<file path="src/hw/wb_pkg.sv">
`default_nettype none

package wb_pkg;

	// byte address of an evicted line
	localparam int ADDR_W = 32;

	// a line is a single beat on the W channel
	localparam int DATA_W = 64;

	// line offset bits, zeroed before the address goes out on AW
	localparam int OFFSET_W = 3;

	// AXI ID carries the bank number, so at most 2**ID_W banks
	localparam int ID_W = 4;

	// one FIFO entry holds address and data side by side
	localparam int LINE_W = ADDR_W + DATA_W;

	typedef logic [ADDR_W-1:0] addr_t;
	typedef logic [DATA_W-1:0] data_t;
	typedef logic [ID_W-1:0] axi_id_t;

	// per-bank queue state
	typedef enum logic {
		WBQ_IDLE,	// nothing staged, waiting for the FIFO
		WBQ_READY	// line staged, AW/W request raised
	} wbq_state_t;

endpackage

`default_nettype wire

</file>
<file path="src/hw/wb_fifo.sv">
`default_nettype none

module wb_fifo #(
	parameter int DEPTH = 4,
	parameter int WIDTH = 8
) (
	input  logic             clk,
	input  logic             rst_n,
	input  logic             push_i,
	input  logic [WIDTH-1:0] push_data_i,
	output logic             afull_o,
	output logic             empty_o,
	input  logic             pop_i,
	output logic [WIDTH-1:0] head_o
);

	localparam int PTR_W = (DEPTH > 1) ? $clog2(DEPTH) : 1;
	localparam int CNT_W = $clog2(DEPTH + 1);

	logic [WIDTH-1:0] mem [DEPTH];
	logic [PTR_W-1:0] wptr_q;
	logic [PTR_W-1:0] rptr_q;
	logic [CNT_W-1:0] count_q;
	logic             do_push;
	logic             do_pop;

	// a push into a full buffer is dropped, the source is held off by afull
	assign do_push = push_i && (count_q != CNT_W'(DEPTH));
	assign do_pop  = pop_i && (count_q != '0);

	always_ff @(posedge clk) begin
		if (!rst_n) begin
			wptr_q  <= '0;
			rptr_q  <= '0;
			count_q <= '0;
		end else begin
			if (do_push) begin
				wptr_q <= (wptr_q == PTR_W'(DEPTH - 1)) ? '0 : wptr_q + 1'b1;
			end
			if (do_pop) begin
				rptr_q <= (rptr_q == PTR_W'(DEPTH - 1)) ? '0 : rptr_q + 1'b1;
			end
			case ({do_push, do_pop})
				2'b10:   count_q <= count_q + 1'b1;
				2'b01:   count_q <= count_q - 1'b1;
				default: count_q <= count_q;
			endcase
		end
	end

	always_ff @(posedge clk) begin
		if (do_push) begin
			mem[wptr_q] <= push_data_i;
		end
	end

	assign head_o  = mem[rptr_q];	// first word is visible before the pop
	assign empty_o = (count_q == '0);

	// one slot of slack left so a strobe already on its way still fits
	assign afull_o = (count_q >= CNT_W'(DEPTH - 1));

endmodule

`default_nettype wire

</file>
<file path="src/hw/wb_queue.sv">
`default_nettype none

module wb_queue #(
	parameter int FIFO_DEPTH = 4
) (
	input  logic          clk,
	input  logic          rst_n,

	input  logic          push_i,
	input  wb_pkg::addr_t push_addr_i,
	input  wb_pkg::data_t push_data_i,
	output logic          afull_o,

	output logic          req_o,
	output wb_pkg::addr_t addr_o,
	output wb_pkg::data_t data_o,
	input  logic          gnt_ready_i
);

	wb_pkg::wbq_state_t state_q;
	wb_pkg::wbq_state_t state_d;

	logic [wb_pkg::LINE_W-1:0] fifo_head;
	logic                      fifo_empty;
	logic                      fifo_pop;
	logic                      load;
	wb_pkg::addr_t             head_addr;
	wb_pkg::addr_t             addr_q;
	wb_pkg::data_t             data_q;

	wb_fifo #(
		.DEPTH (FIFO_DEPTH),
		.WIDTH (wb_pkg::LINE_W)
	) u_fifo (
		.clk         (clk),
		.rst_n       (rst_n),
		.push_i      (push_i),
		.push_data_i ({push_addr_i, push_data_i}),
		.afull_o     (afull_o),
		.empty_o     (fifo_empty),
		.pop_i       (fifo_pop),
		.head_o      (fifo_head)
	);

	assign head_addr = fifo_head[wb_pkg::DATA_W +: wb_pkg::ADDR_W];

	always_comb begin
		state_d  = state_q;
		load     = 1'b0;
		fifo_pop = 1'b0;
		case (state_q)
			wb_pkg::WBQ_IDLE: begin
				if (!fifo_empty) begin
					load    = 1'b1;
					state_d = wb_pkg::WBQ_READY;
				end
			end
			wb_pkg::WBQ_READY: begin
				// the entry stays in the FIFO until the handshake, so afull counts it
				if (gnt_ready_i) begin
					fifo_pop = 1'b1;
					state_d  = wb_pkg::WBQ_IDLE;
				end
			end
			default: state_d = wb_pkg::WBQ_IDLE;
		endcase
	end

	always_ff @(posedge clk) begin
		if (!rst_n) begin
			state_q <= wb_pkg::WBQ_IDLE;
		end else begin
			state_q <= state_d;
		end
	end

	always_ff @(posedge clk) begin
		if (load) begin
			addr_q <= {head_addr[wb_pkg::ADDR_W-1:wb_pkg::OFFSET_W],
				{wb_pkg::OFFSET_W{1'b0}}};	// line aligned
			data_q <= fifo_head[wb_pkg::DATA_W-1:0];
		end
	end

	assign req_o  = (state_q == wb_pkg::WBQ_READY);	// AW and W valid together
	assign addr_o = addr_q;
	assign data_o = data_q;

endmodule

`default_nettype wire

</file>
<file path="src/hw/evict_router.sv">
`default_nettype none

module evict_router #(
	parameter int NUM_BANKS = 4
) (
	input  logic                 evict_i,
	input  wb_pkg::addr_t        evict_addr_i,
	input  logic [NUM_BANKS-1:0] bank_afull_i,
	output logic [NUM_BANKS-1:0] push_o,
	output logic                 evict_afull_o
);

	localparam int BANK_W = (NUM_BANKS > 1) ? $clog2(NUM_BANKS) : 1;

	logic [BANK_W-1:0] bank_sel;

	// bank index sits just above the line offset
	generate
		if (NUM_BANKS > 1) begin : g_decode
			assign bank_sel = evict_addr_i[wb_pkg::OFFSET_W +: BANK_W];
		end else begin : g_single
			assign bank_sel = '0;
		end
	endgenerate

	always_comb begin
		push_o = '0;
		for (int k = 0; k < NUM_BANKS; k++) begin
			if (evict_i && (bank_sel == BANK_W'(k))) begin
				push_o[k] = 1'b1;
			end
		end
	end

	// the source sees one level for all banks, since it cannot tell where the next line goes
	assign evict_afull_o = |bank_afull_i;

endmodule

`default_nettype wire

</file>
<file path="src/hw/axi_wr_arbiter.sv">
`default_nettype none

module axi_wr_arbiter #(
	parameter int NUM_BANKS = 4
) (
	input  logic                 clk,
	input  logic                 rst_n,

	input  logic [NUM_BANKS-1:0] req_i,
	input  wb_pkg::addr_t        addr_i [NUM_BANKS],
	input  wb_pkg::data_t        data_i [NUM_BANKS],
	output logic [NUM_BANKS-1:0] gnt_ready_o,

	output wb_pkg::axi_id_t      awid_o,
	output wb_pkg::addr_t        awaddr_o,
	output logic                 awvalid_o,
	input  logic                 awready_i,

	output wb_pkg::axi_id_t      wid_o,
	output wb_pkg::data_t        wdata_o,
	output logic                 wvalid_o,
	input  logic                 wready_i
);

	localparam int IDX_W = (NUM_BANKS > 1) ? $clog2(NUM_BANKS) : 1;

	logic [IDX_W-1:0] last_q;	// bank served most recently
	logic             locked_q;
	logic [IDX_W-1:0] lock_idx_q;
	logic [IDX_W-1:0] pick;
	logic             found;
	logic [IDX_W-1:0] sel;
	logic             valid;
	logic             handshake;

	// first pending bank after the last one served
	always_comb begin
		pick  = last_q;
		found = 1'b0;
		for (int i = 1; i <= NUM_BANKS; i++) begin
			if (!found && req_i[(int'(last_q) + i) % NUM_BANKS]) begin
				pick  = IDX_W'((int'(last_q) + i) % NUM_BANKS);
				found = 1'b1;
			end
		end
	end

	assign sel       = locked_q ? lock_idx_q : pick;
	assign valid     = locked_q || found;
	assign handshake = valid && awready_i && wready_i;

	always_comb begin
		gnt_ready_o = '0;
		gnt_ready_o[sel] = handshake;
	end

	always_ff @(posedge clk) begin
		if (!rst_n) begin
			last_q     <= '0;
			locked_q   <= 1'b0;
			lock_idx_q <= '0;
		end else if (handshake) begin
			last_q   <= sel;
			locked_q <= 1'b0;
		end else if (valid) begin
			// port is stalled, keep the same bank on the bus
			locked_q   <= 1'b1;
			lock_idx_q <= sel;
		end
	end

	assign awvalid_o = valid;
	assign wvalid_o  = valid;
	assign awid_o    = wb_pkg::axi_id_t'(sel);
	assign wid_o     = wb_pkg::axi_id_t'(sel);
	assign awaddr_o  = addr_i[sel];
	assign wdata_o   = data_i[sel];

endmodule

`default_nettype wire

</file>
<file path="src/hw/wb_subsys.sv">
`default_nettype none

module wb_subsys #(
	parameter int NUM_BANKS  = 4,
	parameter int FIFO_DEPTH = 4
) (
	input  logic            clk,
	input  logic            rst_n,

	input  logic            evict_i,
	input  wb_pkg::addr_t   evict_addr_i,
	input  wb_pkg::data_t   evict_data_i,
	output logic            evict_afull_o,

	output wb_pkg::axi_id_t awid_o,
	output wb_pkg::addr_t   awaddr_o,
	output logic            awvalid_o,
	input  logic            awready_i,

	output wb_pkg::axi_id_t wid_o,
	output wb_pkg::data_t   wdata_o,
	output logic            wvalid_o,
	input  logic            wready_i
);

	logic [NUM_BANKS-1:0] push;
	logic [NUM_BANKS-1:0] bank_afull;
	logic [NUM_BANKS-1:0] req;
	logic [NUM_BANKS-1:0] gnt_ready;
	wb_pkg::addr_t        q_addr [NUM_BANKS];
	wb_pkg::data_t        q_data [NUM_BANKS];

	evict_router #(
		.NUM_BANKS (NUM_BANKS)
	) u_router (
		.evict_i       (evict_i),
		.evict_addr_i  (evict_addr_i),
		.bank_afull_i  (bank_afull),
		.push_o        (push),
		.evict_afull_o (evict_afull_o)
	);

	generate
		for (genvar k = 0; k < NUM_BANKS; k++) begin : g_bank
			wb_queue #(
				.FIFO_DEPTH (FIFO_DEPTH)
			) u_queue (
				.clk         (clk),
				.rst_n       (rst_n),
				.push_i      (push[k]),
				.push_addr_i (evict_addr_i),
				.push_data_i (evict_data_i),
				.afull_o     (bank_afull[k]),
				.req_o       (req[k]),
				.addr_o      (q_addr[k]),
				.data_o      (q_data[k]),
				.gnt_ready_i (gnt_ready[k])
			);
		end
	endgenerate

	axi_wr_arbiter #(
		.NUM_BANKS (NUM_BANKS)
	) u_arbiter (
		.clk         (clk),
		.rst_n       (rst_n),
		.req_i       (req),
		.addr_i      (q_addr),
		.data_i      (q_data),
		.gnt_ready_o (gnt_ready),
		.awid_o      (awid_o),
		.awaddr_o    (awaddr_o),
		.awvalid_o   (awvalid_o),
		.awready_i   (awready_i),
		.wid_o       (wid_o),
		.wdata_o     (wdata_o),
		.wvalid_o    (wvalid_o),
		.wready_i    (wready_i)
	);

endmodule

`default_nettype wire

</file>
<file path="config.mk">
export PLATFORM = sky130hd
export DESIGN_NAME = wb_subsys
export DESIGN_NICKNAME = d
export VERILOG_FILES = /design/src/hw/wb_pkg.sv /design/src/hw/wb_fifo.sv /design/src/hw/wb_queue.sv /design/src/hw/evict_router.sv /design/src/hw/axi_wr_arbiter.sv /design/src/hw/wb_subsys.sv
export SDC_FILE = /design/constraint.sdc
export NUM_CORES = 1
export LEC_CHECK = 0
export BUFFER_PORTS_ARGS = -buffer_cell sky130_fd_sc_hd__buf_2
export CORE_MARGIN = 8
export CORE_UTILIZATION = 56
export CTS_BUF_LIST = sky130_fd_sc_hd__clkbuf_8 sky130_fd_sc_hd__clkbuf_16
export DETAILED_ROUTE_END_ITERATION = 12
export HOLD_SLACK_MARGIN = 0.06
export PLACE_DENSITY = 0.76
export REMOVE_ABC_BUFFERS = 1
export SYNTH_ARGS = -nofsm -noshare
export SYNTH_HDL_FRONTEND = slang
export SYNTH_SLANG_ARGS = --single-unit
</file>
<file path="constraint.sdc">
create_clock -name clk -period 5.6 [get_ports clk]
set_clock_uncertainty 0.15 [all_clocks]
set_input_delay 0.28 -clock clk [delete_from_list [all_inputs] [get_ports clk]]
set_output_delay 0.28 -clock clk [all_outputs]
set_load 0.05 [all_outputs]
</file>
==> results.yml, run 1 <==
die:
  placement_rows: 129
  die_h_um: 368
  full_die_area_sq_um: 135000
  die_width_um: 368
  floorplan.core_area_sq_um: 123000
  number_of_ports_placed_on_the_die_boundary: 208
  floorplan.initialDensity: 0.562
outcome:
  status: "completed"
clocking:
  clock_path_buffers: 3
  cts.clk_slew.worst_paths_ns: 0.06
  root_buffer: "sky130_fd_sc_hd__clkbuf_16"
  clock_tree_from_tritoncts: "built"
  cts-htree-levels: 4
  clkLatencyLatePin_ns: 0.81
  cts-buffers-inserted: 178
  cts_sinks: 1897
setup_path:
  worst_ep_arrival_time_ns: 4.41
  critical_path.startpoint: "g_bank[2].u_queue.req_o"
  crit_path_top_delay_cell: "sky130_fd_sc_hd__buf_4"
  cp_cell_sequence: "nor2_1 -> a21oi_1 -> a32o_4 -> buf_4 -> mux4_2 -> buf_2"
  timing.critical_path.slowest_cell_delay_ns: 1.00
  critical_path.endpoint_type: "primary output"
  critical_path.max_fanout: 41
  critPathKind: "reg2out"
  crit_required_ns: 5.17
  worst_r2r_startpoint: "g_bank[2].u_queue.req_o"
  critPathLaunchType: "flop"
timing:
  max_clock_freq_mhz: 207
  max_slew.worst_pin.slew_ns: 1.32
  final-hold-violation-count: 0
  final.period_utilization: 0.863
  slew_headroom: 0.120
  timing.final.setup_violations: 0
  drv_slew: 0
  minimum_clock_period_ns: 4.84
  rsz0062_at_grt: "no"
synth:
  yosys.area_share.xor_xnor: 0.00101
  synth-main-ff-cell: "sky130_fd_sc_hd__edfxtp_1"
  syn_avg_cell_area_sq_um: 25.6
  post_synth_and_or_nand_nor_area_fraction: 0.00933
  synth_compound_gate_area_share: 0.00357
  syn_inst: 2710
  synth.mux.area_fraction: 0.153
  synth.ff_latch_count: 1897
  synth_edf_count: 1860
  synth-async-reset-ratio: 0
  yosys.cell_types.count: 48
  post_synth_fa_ha_maj_area_fraction: 0.00548
  synth-seq-area-share: 0.816
  synth_warnings: 0
  summed_instance_area_of_the_synthesized_netlist_sq_um: 69400
  synth_top_family_by_area: "multiplexers"
grt:
  grt_util_all_layers: 0.259
  number_of_global_route_vias_before_repair: 34300
  grt_first_pass_wirelength_um: 250000
  grt_antenna_before_repair: 17
  grt_start_max_net_pins: 94
  grt_overflow_total: 0
placement:
  gp_congestion: 0.751
  buffer_ports.inserted: 197
  dpl.cell_count: 4468
  placed_wire_length_estimate_after_detailed_placement_um: 76700
drt:
  number_of_detailed_routing_iterations_run_before_antenna_repair: 5
  route.detailed.vias_per_inst: 6.61
  vias: 32400
  antenna_violating_nets_post_route: 0
  drt_first_iter_violations: 4713
  wirelength_routed_um: 177000
  wl_per_cell_um: 36.1
  drc_errors: 0
layout:
  utilization: 0.642
  drive_gt1_frac: 0.303
  layout-area-overhead-vs-synth_pct: 14.2
  design.final.nets: 3239
  final-instance-count-excl-fill: 4901
power:
  power_leakage_uw: 0.0247
  irDropWorstVdd_uv: 375
  power_per_cell_area_nw_per_um2: 386
min_path:
  min_from: "evict_data_i[44]"
  timing.hold.worst.class: "in2reg"
job:
  cap_viol_max_count: 0
worst max-delay path, delay by kind of cell, from the launching register on:
kind                   cells  cell delay, ns
buffers and inverters      2            1.26
AND/OR/NAND/NOR            1            0.10
multiplexers               1            0.72
flip-flops                 1            0.50
AO/OA/AOI/OAI              2            0.97
final cells by class:
type / instances / area, sq um
Antenna cell: 7 / 17.5
Clock buffer: 183 / 4580
Clock inverter: 144 / 1220
Fill cell: 7460 / 44100
Inverter: 27 / 106
Multi-Input combinational cell: 670 / 12000
Sequential cell: 1897 / 56600
Tap cell: 1637 / 2050
Timing Repair Buffer: 336 / 2560
cell families after synthesis:
| logic type | after synthesis |
|---|---|
| AOI/OAI and AO/OA | 39 |
| DFF | 1897 |
| adders and majority gates | 28 |
| and+or+nand+nor | 111 |
| muxes | 477 |
| other | 1 |
| xor gates and xnor gates | 8 |
| buffers and inverters | 149 |
flip-flops by register name (all words and copies together) (netlist names):
name	count
u_arbiter.lock_idx_q	2
u_arbiter.last_q	2
g_bank.u_queue.u_fifo.count_q	12
g_bank.u_queue.u_fifo.rptr_q	8
g_bank.u_queue.addr_o	116
g_bank.u_queue.req_o	4
u_arbiter.locked_q	1
g_bank.u_queue.u_fifo.wptr_q	8
g_bank.u_queue.u_fifo.mem	1488
g_bank.u_queue.data_o	256
power breakdown:
group          switching, uW  internal (uW)  total, uW
registers               95.4          15800      15900
clock network           5290           6810      12100
logic                   1850            685       2540
layer usage:
layer,part of all wire,vias up,global-route usage
met5,0.00067,-,0
li1,-,12400,-
met2,0.51,2493,0.441
met4,0.034,16,0.0877
met1,0.35,17100,0.335
met3,0.11,424,0.0566
worst paths after layout:
| kind | slack, ns | cells after the start | end |
|---|---|---|---|
| worst max-delay path | 0.76 | 6 | awaddr_o[11] |
| worst min-delay path | 0.25 | 2 | g_bank[0].u_queue.u_fifo.mem[2][44] |
| worst max register to register | 1.73 | 11 | g_bank[2].u_queue.u_fifo.count_q[2] |
| worst min register to register | 0.34 | 2 | u_arbiter.lock_idx_q[0] |
synth_stat cells, types with 3 or more instances:
cell type	instances	area, sq um
sky130_fd_sc_hd__edfxtp_1	1860	55900
sky130_fd_sc_hd__mux4_2	465	10500
sky130_fd_sc_hd__buf_2	38	190
sky130_fd_sc_hd__clkbuf_1	38	143
sky130_fd_sc_hd__dfxtp_1	37	741
sky130_fd_sc_hd__nand2_1	28	105
sky130_fd_sc_hd__and2_1	25	156
sky130_fd_sc_hd__inv_1	25	93.8
sky130_fd_sc_hd__ha_1	24	300
sky130_fd_sc_hd__buf_1	19	71.3
sky130_fd_sc_hd__buf_4	16	120
sky130_fd_sc_hd__nor2b_1	14	87.6
sky130_fd_sc_hd__mux2i_1	12	120
sky130_fd_sc_hd__o21ai_0	12	60.1
sky130_fd_sc_hd__nor2_1	9	33.8
sky130_fd_sc_hd__a21oi_1	7	35.0
sky130_fd_sc_hd__nand3_1	7	35.0
sky130_fd_sc_hd__or3_1	7	43.8
sky130_fd_sc_hd__a21boi_0	6	45.0
sky130_fd_sc_hd__buf_12	6	120
sky130_fd_sc_hd__nor3b_1	6	45.0
sky130_fd_sc_hd__fa_1	4	80.1
sky130_fd_sc_hd__xnor2_1	4	35.0
sky130_fd_sc_hd__xor2_1	4	35.0
sky130_fd_sc_hd__a31oi_1	3	18.8
sky130_fd_sc_hd__a41oi_1	3	26.3
sky130_fd_sc_hd__buf_8	3	45.0
through the flow:
stage / hold WS, ns / TNS [ns] / power (uW) / setup slack (ns) / cell area [sq um]
floorplan: 0.229 / -84.36 / 17800 / -2.77 / 68700
global placement: 0.311 / 0 / 18600 / 1.67 / 72400
detailed placement: 0.324 / 0 / 18700 / 1.61 / 72400
CTS: 0.190 / 0 / 30700 / 0.722 / 79200
global route: 0.236 / 0 / 31200 / 0.597 / 79200
finish: 0.249 / 0 / 30600 / 0.764 / 79200
repair_timing:
item | 4_1_cts | 5_1_grt
setup buffers | 0 | 0
resized for setup | 0 | 0
setup endpoints to repair | 0 | 0
hold endpoints to repair | 1525 | 0
hold buffers | 99 | 0
layout by cell type (no fill, tap or decap), types with 12 or more instances in the layout:
cell type | Yosys | final
sky130_fd_sc_hd__dlygate4sd3_1 | 0 | 99
sky130_fd_sc_hd__and2_4 | 0 | 16
sky130_fd_sc_hd__buf_2 | 38 | 197
sky130_fd_sc_hd__nand2_1 | 28 | 28
sky130_fd_sc_hd__clkinv_1 | 0 | 40
sky130_fd_sc_hd__buf_4 | 16 | 17
sky130_fd_sc_hd__clkbuf_16 | 0 | 183
sky130_fd_sc_hd__o21ai_0 | 12 | 12
sky130_fd_sc_hd__mux2i_1 | 12 | 12
sky130_fd_sc_hd__nor2b_1 | 14 | 12
sky130_fd_sc_hd__edfxtp_1 | 1860 | 1860
sky130_fd_sc_hd__inv_1 | 25 | 64
sky130_fd_sc_hd__mux4_2 | 465 | 465
sky130_fd_sc_hd__dfxtp_1 | 37 | 29
sky130_fd_sc_hd__bufinv_16 | 0 | 19
sky130_fd_sc_hd__clkinv_2 | 0 | 22
sky130_fd_sc_hd__buf_12 | 6 | 23
sky130_fd_sc_hd__ha_1 | 24 | 24
(Power assumes the default switching activity.)
==> inputs of run 2 (changes only) <==
--- a/config.mk
+++ b/config.mk
@@ -8,9 +8,9 @@
 export BUFFER_PORTS_ARGS = -buffer_cell sky130_fd_sc_hd__buf_2
 export CORE_MARGIN = 8
-export CORE_UTILIZATION = 56
+export CORE_UTILIZATION = 40
 export CTS_BUF_LIST = sky130_fd_sc_hd__clkbuf_8 sky130_fd_sc_hd__clkbuf_16
 export DETAILED_ROUTE_END_ITERATION = 12
 export HOLD_SLACK_MARGIN = 0.06
-export PLACE_DENSITY = 0.76
+export RECOVER_POWER = 100
 export REMOVE_ABC_BUFFERS = 1
 export SYNTH_ARGS = -nofsm -noshare
==> constraint.sdc (replaced) <==
create_clock -name clk -period 5.6 [get_ports clk]
set_clock_uncertainty 0.15 [all_clocks]
set_input_delay 0.84 -clock clk [delete_from_list [all_inputs] [get_ports clk]]
set_output_delay 0.84 -clock clk [all_outputs]
set_load 0.05 [all_outputs]
==> run 2 against run 1 <==
The run now ends with max-capacitance violations, max-slew violations left. Via count down 8.1%. Non-clock buffer count down 70. Maximum frequency down 3.9%. Global-route usage down 8.8 points. Final cell count up 13%. Flip-flop and latch count unchanged. Die area up 38%. Critical path type is now reg2reg. Largest cell class unchanged.
==> results.yml, run 2 (same netlist as run 1, synthesis figures left out) <==
outcome:
  status: "finished with violations"
  failed_checks: "max-capacitance violations, max-slew violations"
clocking:
  clock_tree_from_tritoncts: "built"
  cts.clk_slew.worst_paths_ns: 0.06
  clock_path_buffers: 3
  postCtsSetupBuffers: 0
  root_buffer: "sky130_fd_sc_hd__clkbuf_16"
  cts-htree-levels: 4
  clkLatencyLatePin_ns: 0.80
  cts_sinks: 1897
  post_cts_sizing: 0
  cts-buffers-inserted: 180
  count_of_hold_buffers_inserted_by_post_cts_repair: 0
die:
  floorplan.core_area_sq_um: 173000
  placement_rows: 153
  full_die_area_sq_um: 187000
  die_h_um: 432
  die_width_um: 432
  number_of_ports_placed_on_the_die_boundary: 208
  floorplan.initialDensity: 0.401
placement:
  placed_wire_length_estimate_after_detailed_placement_um: 83600
  buffer_ports.inserted: 197
  dpl.cell_count: 5185
  gp_congestion: 0.699
  preCtsSetupSlack_ns: 1.50
drt:
  drc_errors: 0
  wl_per_cell_um: 29.1
  drt_first_iter_violations: 3079
  vias: 29800
  met2_wirelength_um: 79000
  routed.top_layer: "met5"
  met1Wirelength_um: 68000
  route.detailed.vias_per_inst: 5.40
  wirelength_routed_um: 160000
  route.met3.wl_um: 9760
  antenna_violating_nets_post_route: 0
  number_of_detailed_routing_iterations_run_before_antenna_repair: 8
power:
  power_leakage_uw: 0.0237
  total_power_of_the_final_layout_uw: 29700
  power_per_cell_area_nw_per_um2: 379
  irDropWorstVdd_uv: 269
setup_path:
  r2r_end: "g_bank[3].u_queue.data_o[37]"
  cp_cell_sequence: "or3_1 -> nor2b_1 -> buf_2"
  worst_r2r_startpoint: "g_bank[3].u_queue.u_fifo.count_q[0]"
  critPathKind: "reg2reg"
  crit_required_ns: 5.82
  rr_worst_depth: 3
  crit_path_top_delay_cell: "sky130_fd_sc_hd__nor2b_1"
  worst-r2r-setup-slack_ns: 0.57
  worst_ep_arrival_time_ns: 5.25
  critical_path.startpoint: "g_bank[3].u_queue.u_fifo.count_q[0]"
  timing.critical_path.slowest_cell_delay_ns: 2.02
  crit_path_end: "g_bank[3].u_queue.data_o[37]"
  critical_path.endpoint_type: "flop"
  critPathLaunchType: "flop"
  critical_path.max_fanout: 50
layout:
  final-instance-count-excl-fill: 5519
  layout_commonest_cell: "sky130_fd_sc_hd__edfxtp_1"
  flip_flop_count_of_the_largest_register_all_copies_and_words_added: 1488
  layout-area-overhead-vs-synth_pct: 13.2
  layout.cells.most_common_list: "sky130_fd_sc_hd__edfxtp_1 (1860), sky130_fd_sc_hd__mux4_2 (465), sky130_fd_sc_hd__clkbuf_1 (197)"
  largest_register: "g_bank.u_queue.u_fifo.mem"
  drive_gt1_frac: 0.245
  utilization: 0.454
  design.final.nets: 3171
timing:
  drv_slew: 1171
  setup_ws_ns: 0.568
  setup_tns_ns: 0
  slew_headroom: -1.23
  timing.final.setup_violations: 0
  final-hold-violation-count: 0
  rsz0062_at_grt: "no"
  final.period_utilization: 0.899
  minimum_clock_period_ns: 5.03
  max_clock_freq_mhz: 199
  max_slew.worst_pin.slew_ns: 3.34
grt:
  grt_first_pass_wirelength_um: 230000
  number_of_global_route_vias_before_repair: 31200
  grt_antenna_before_repair: 31
  grt_util_all_layers: 0.171
  grt_overflow_total: 0
  grt_start_max_net_pins: 77
min_path:
  timing.hold.worst.class: "reg2reg"
job:
  cap_viol_max_count: 34
[run 2: worst max-delay path: cells and delay by family (launching register included)]
family	cells	cell delay, ns
and+or+nand+nor	2	2.18
buffers and inverters	1	1.77
DFF	1	0.39
[run 2: worst min-delay path by stage]
stage | start | endpoint | slack, ns | cells after the start
after floorplan | u_arbiter.lock_idx_q[0] | u_arbiter.lock_idx_q[0] | 0.29 | 2
after global placement | u_arbiter.lock_idx_q[0] | u_arbiter.lock_idx_q[0] | 0.31 | 2
after detailed placement | u_arbiter.lock_idx_q[0] | u_arbiter.lock_idx_q[0] | 0.35 | 2
after global routing | u_arbiter.lock_idx_q[0] | u_arbiter.lock_idx_q[0] | 0.37 | 2
after CTS | evict_data_i[41] | g_bank[2].u_queue.u_fifo.mem[3][41] | 0.19 | 1
final | u_arbiter.lock_idx_q[0] | u_arbiter.lock_idx_q[0] | 0.36 | 2
[run 2: area by class of cell]
class | instances | area (sq um)
clock buffers | 187 | 4650
fillers | 14400 | 94600
well taps | 2325 | 2910
diodes | 10 | 25.0
multi-input cells | 670 | 11900
repair buffers | 266 | 1430
inverters | 27 | 106
flip-flops and latches | 1897 | 56600
clock inverters | 137 | 847
[run 2: metal layers]
layer / up-vias / global-route usage
met3: 227 / 0.0345
met5: - / 0
met2: 955 / 0.281
met1: 16300 / 0.235
li1: 12300 / -
met4: 12 / 0.0451
[run 2: per-stage QoR]
step / area, sq um / hold WS, ns
2_1_floorplan: 68700 / 0.293
3_3_place_gp: 73500 / 0.310
3_5_place_dp: 73500 / 0.353
4_1_cts: 79000 / 0.193
5_1_grt: 78500 / 0.373
6_report: 78500 / 0.357
[run 2: power breakdown]
| group | switching [uW] | leakage, uW | internal [uW] |
|---|---|---|---|
| registers | 70.2 | 0.0171 | 15900 |
| logic | 1810 | 0.00366 | 584 |
| clock network | 5110 | 0.00285 | 6300 |
| total | 6990 | 0.0237 | 22700 |
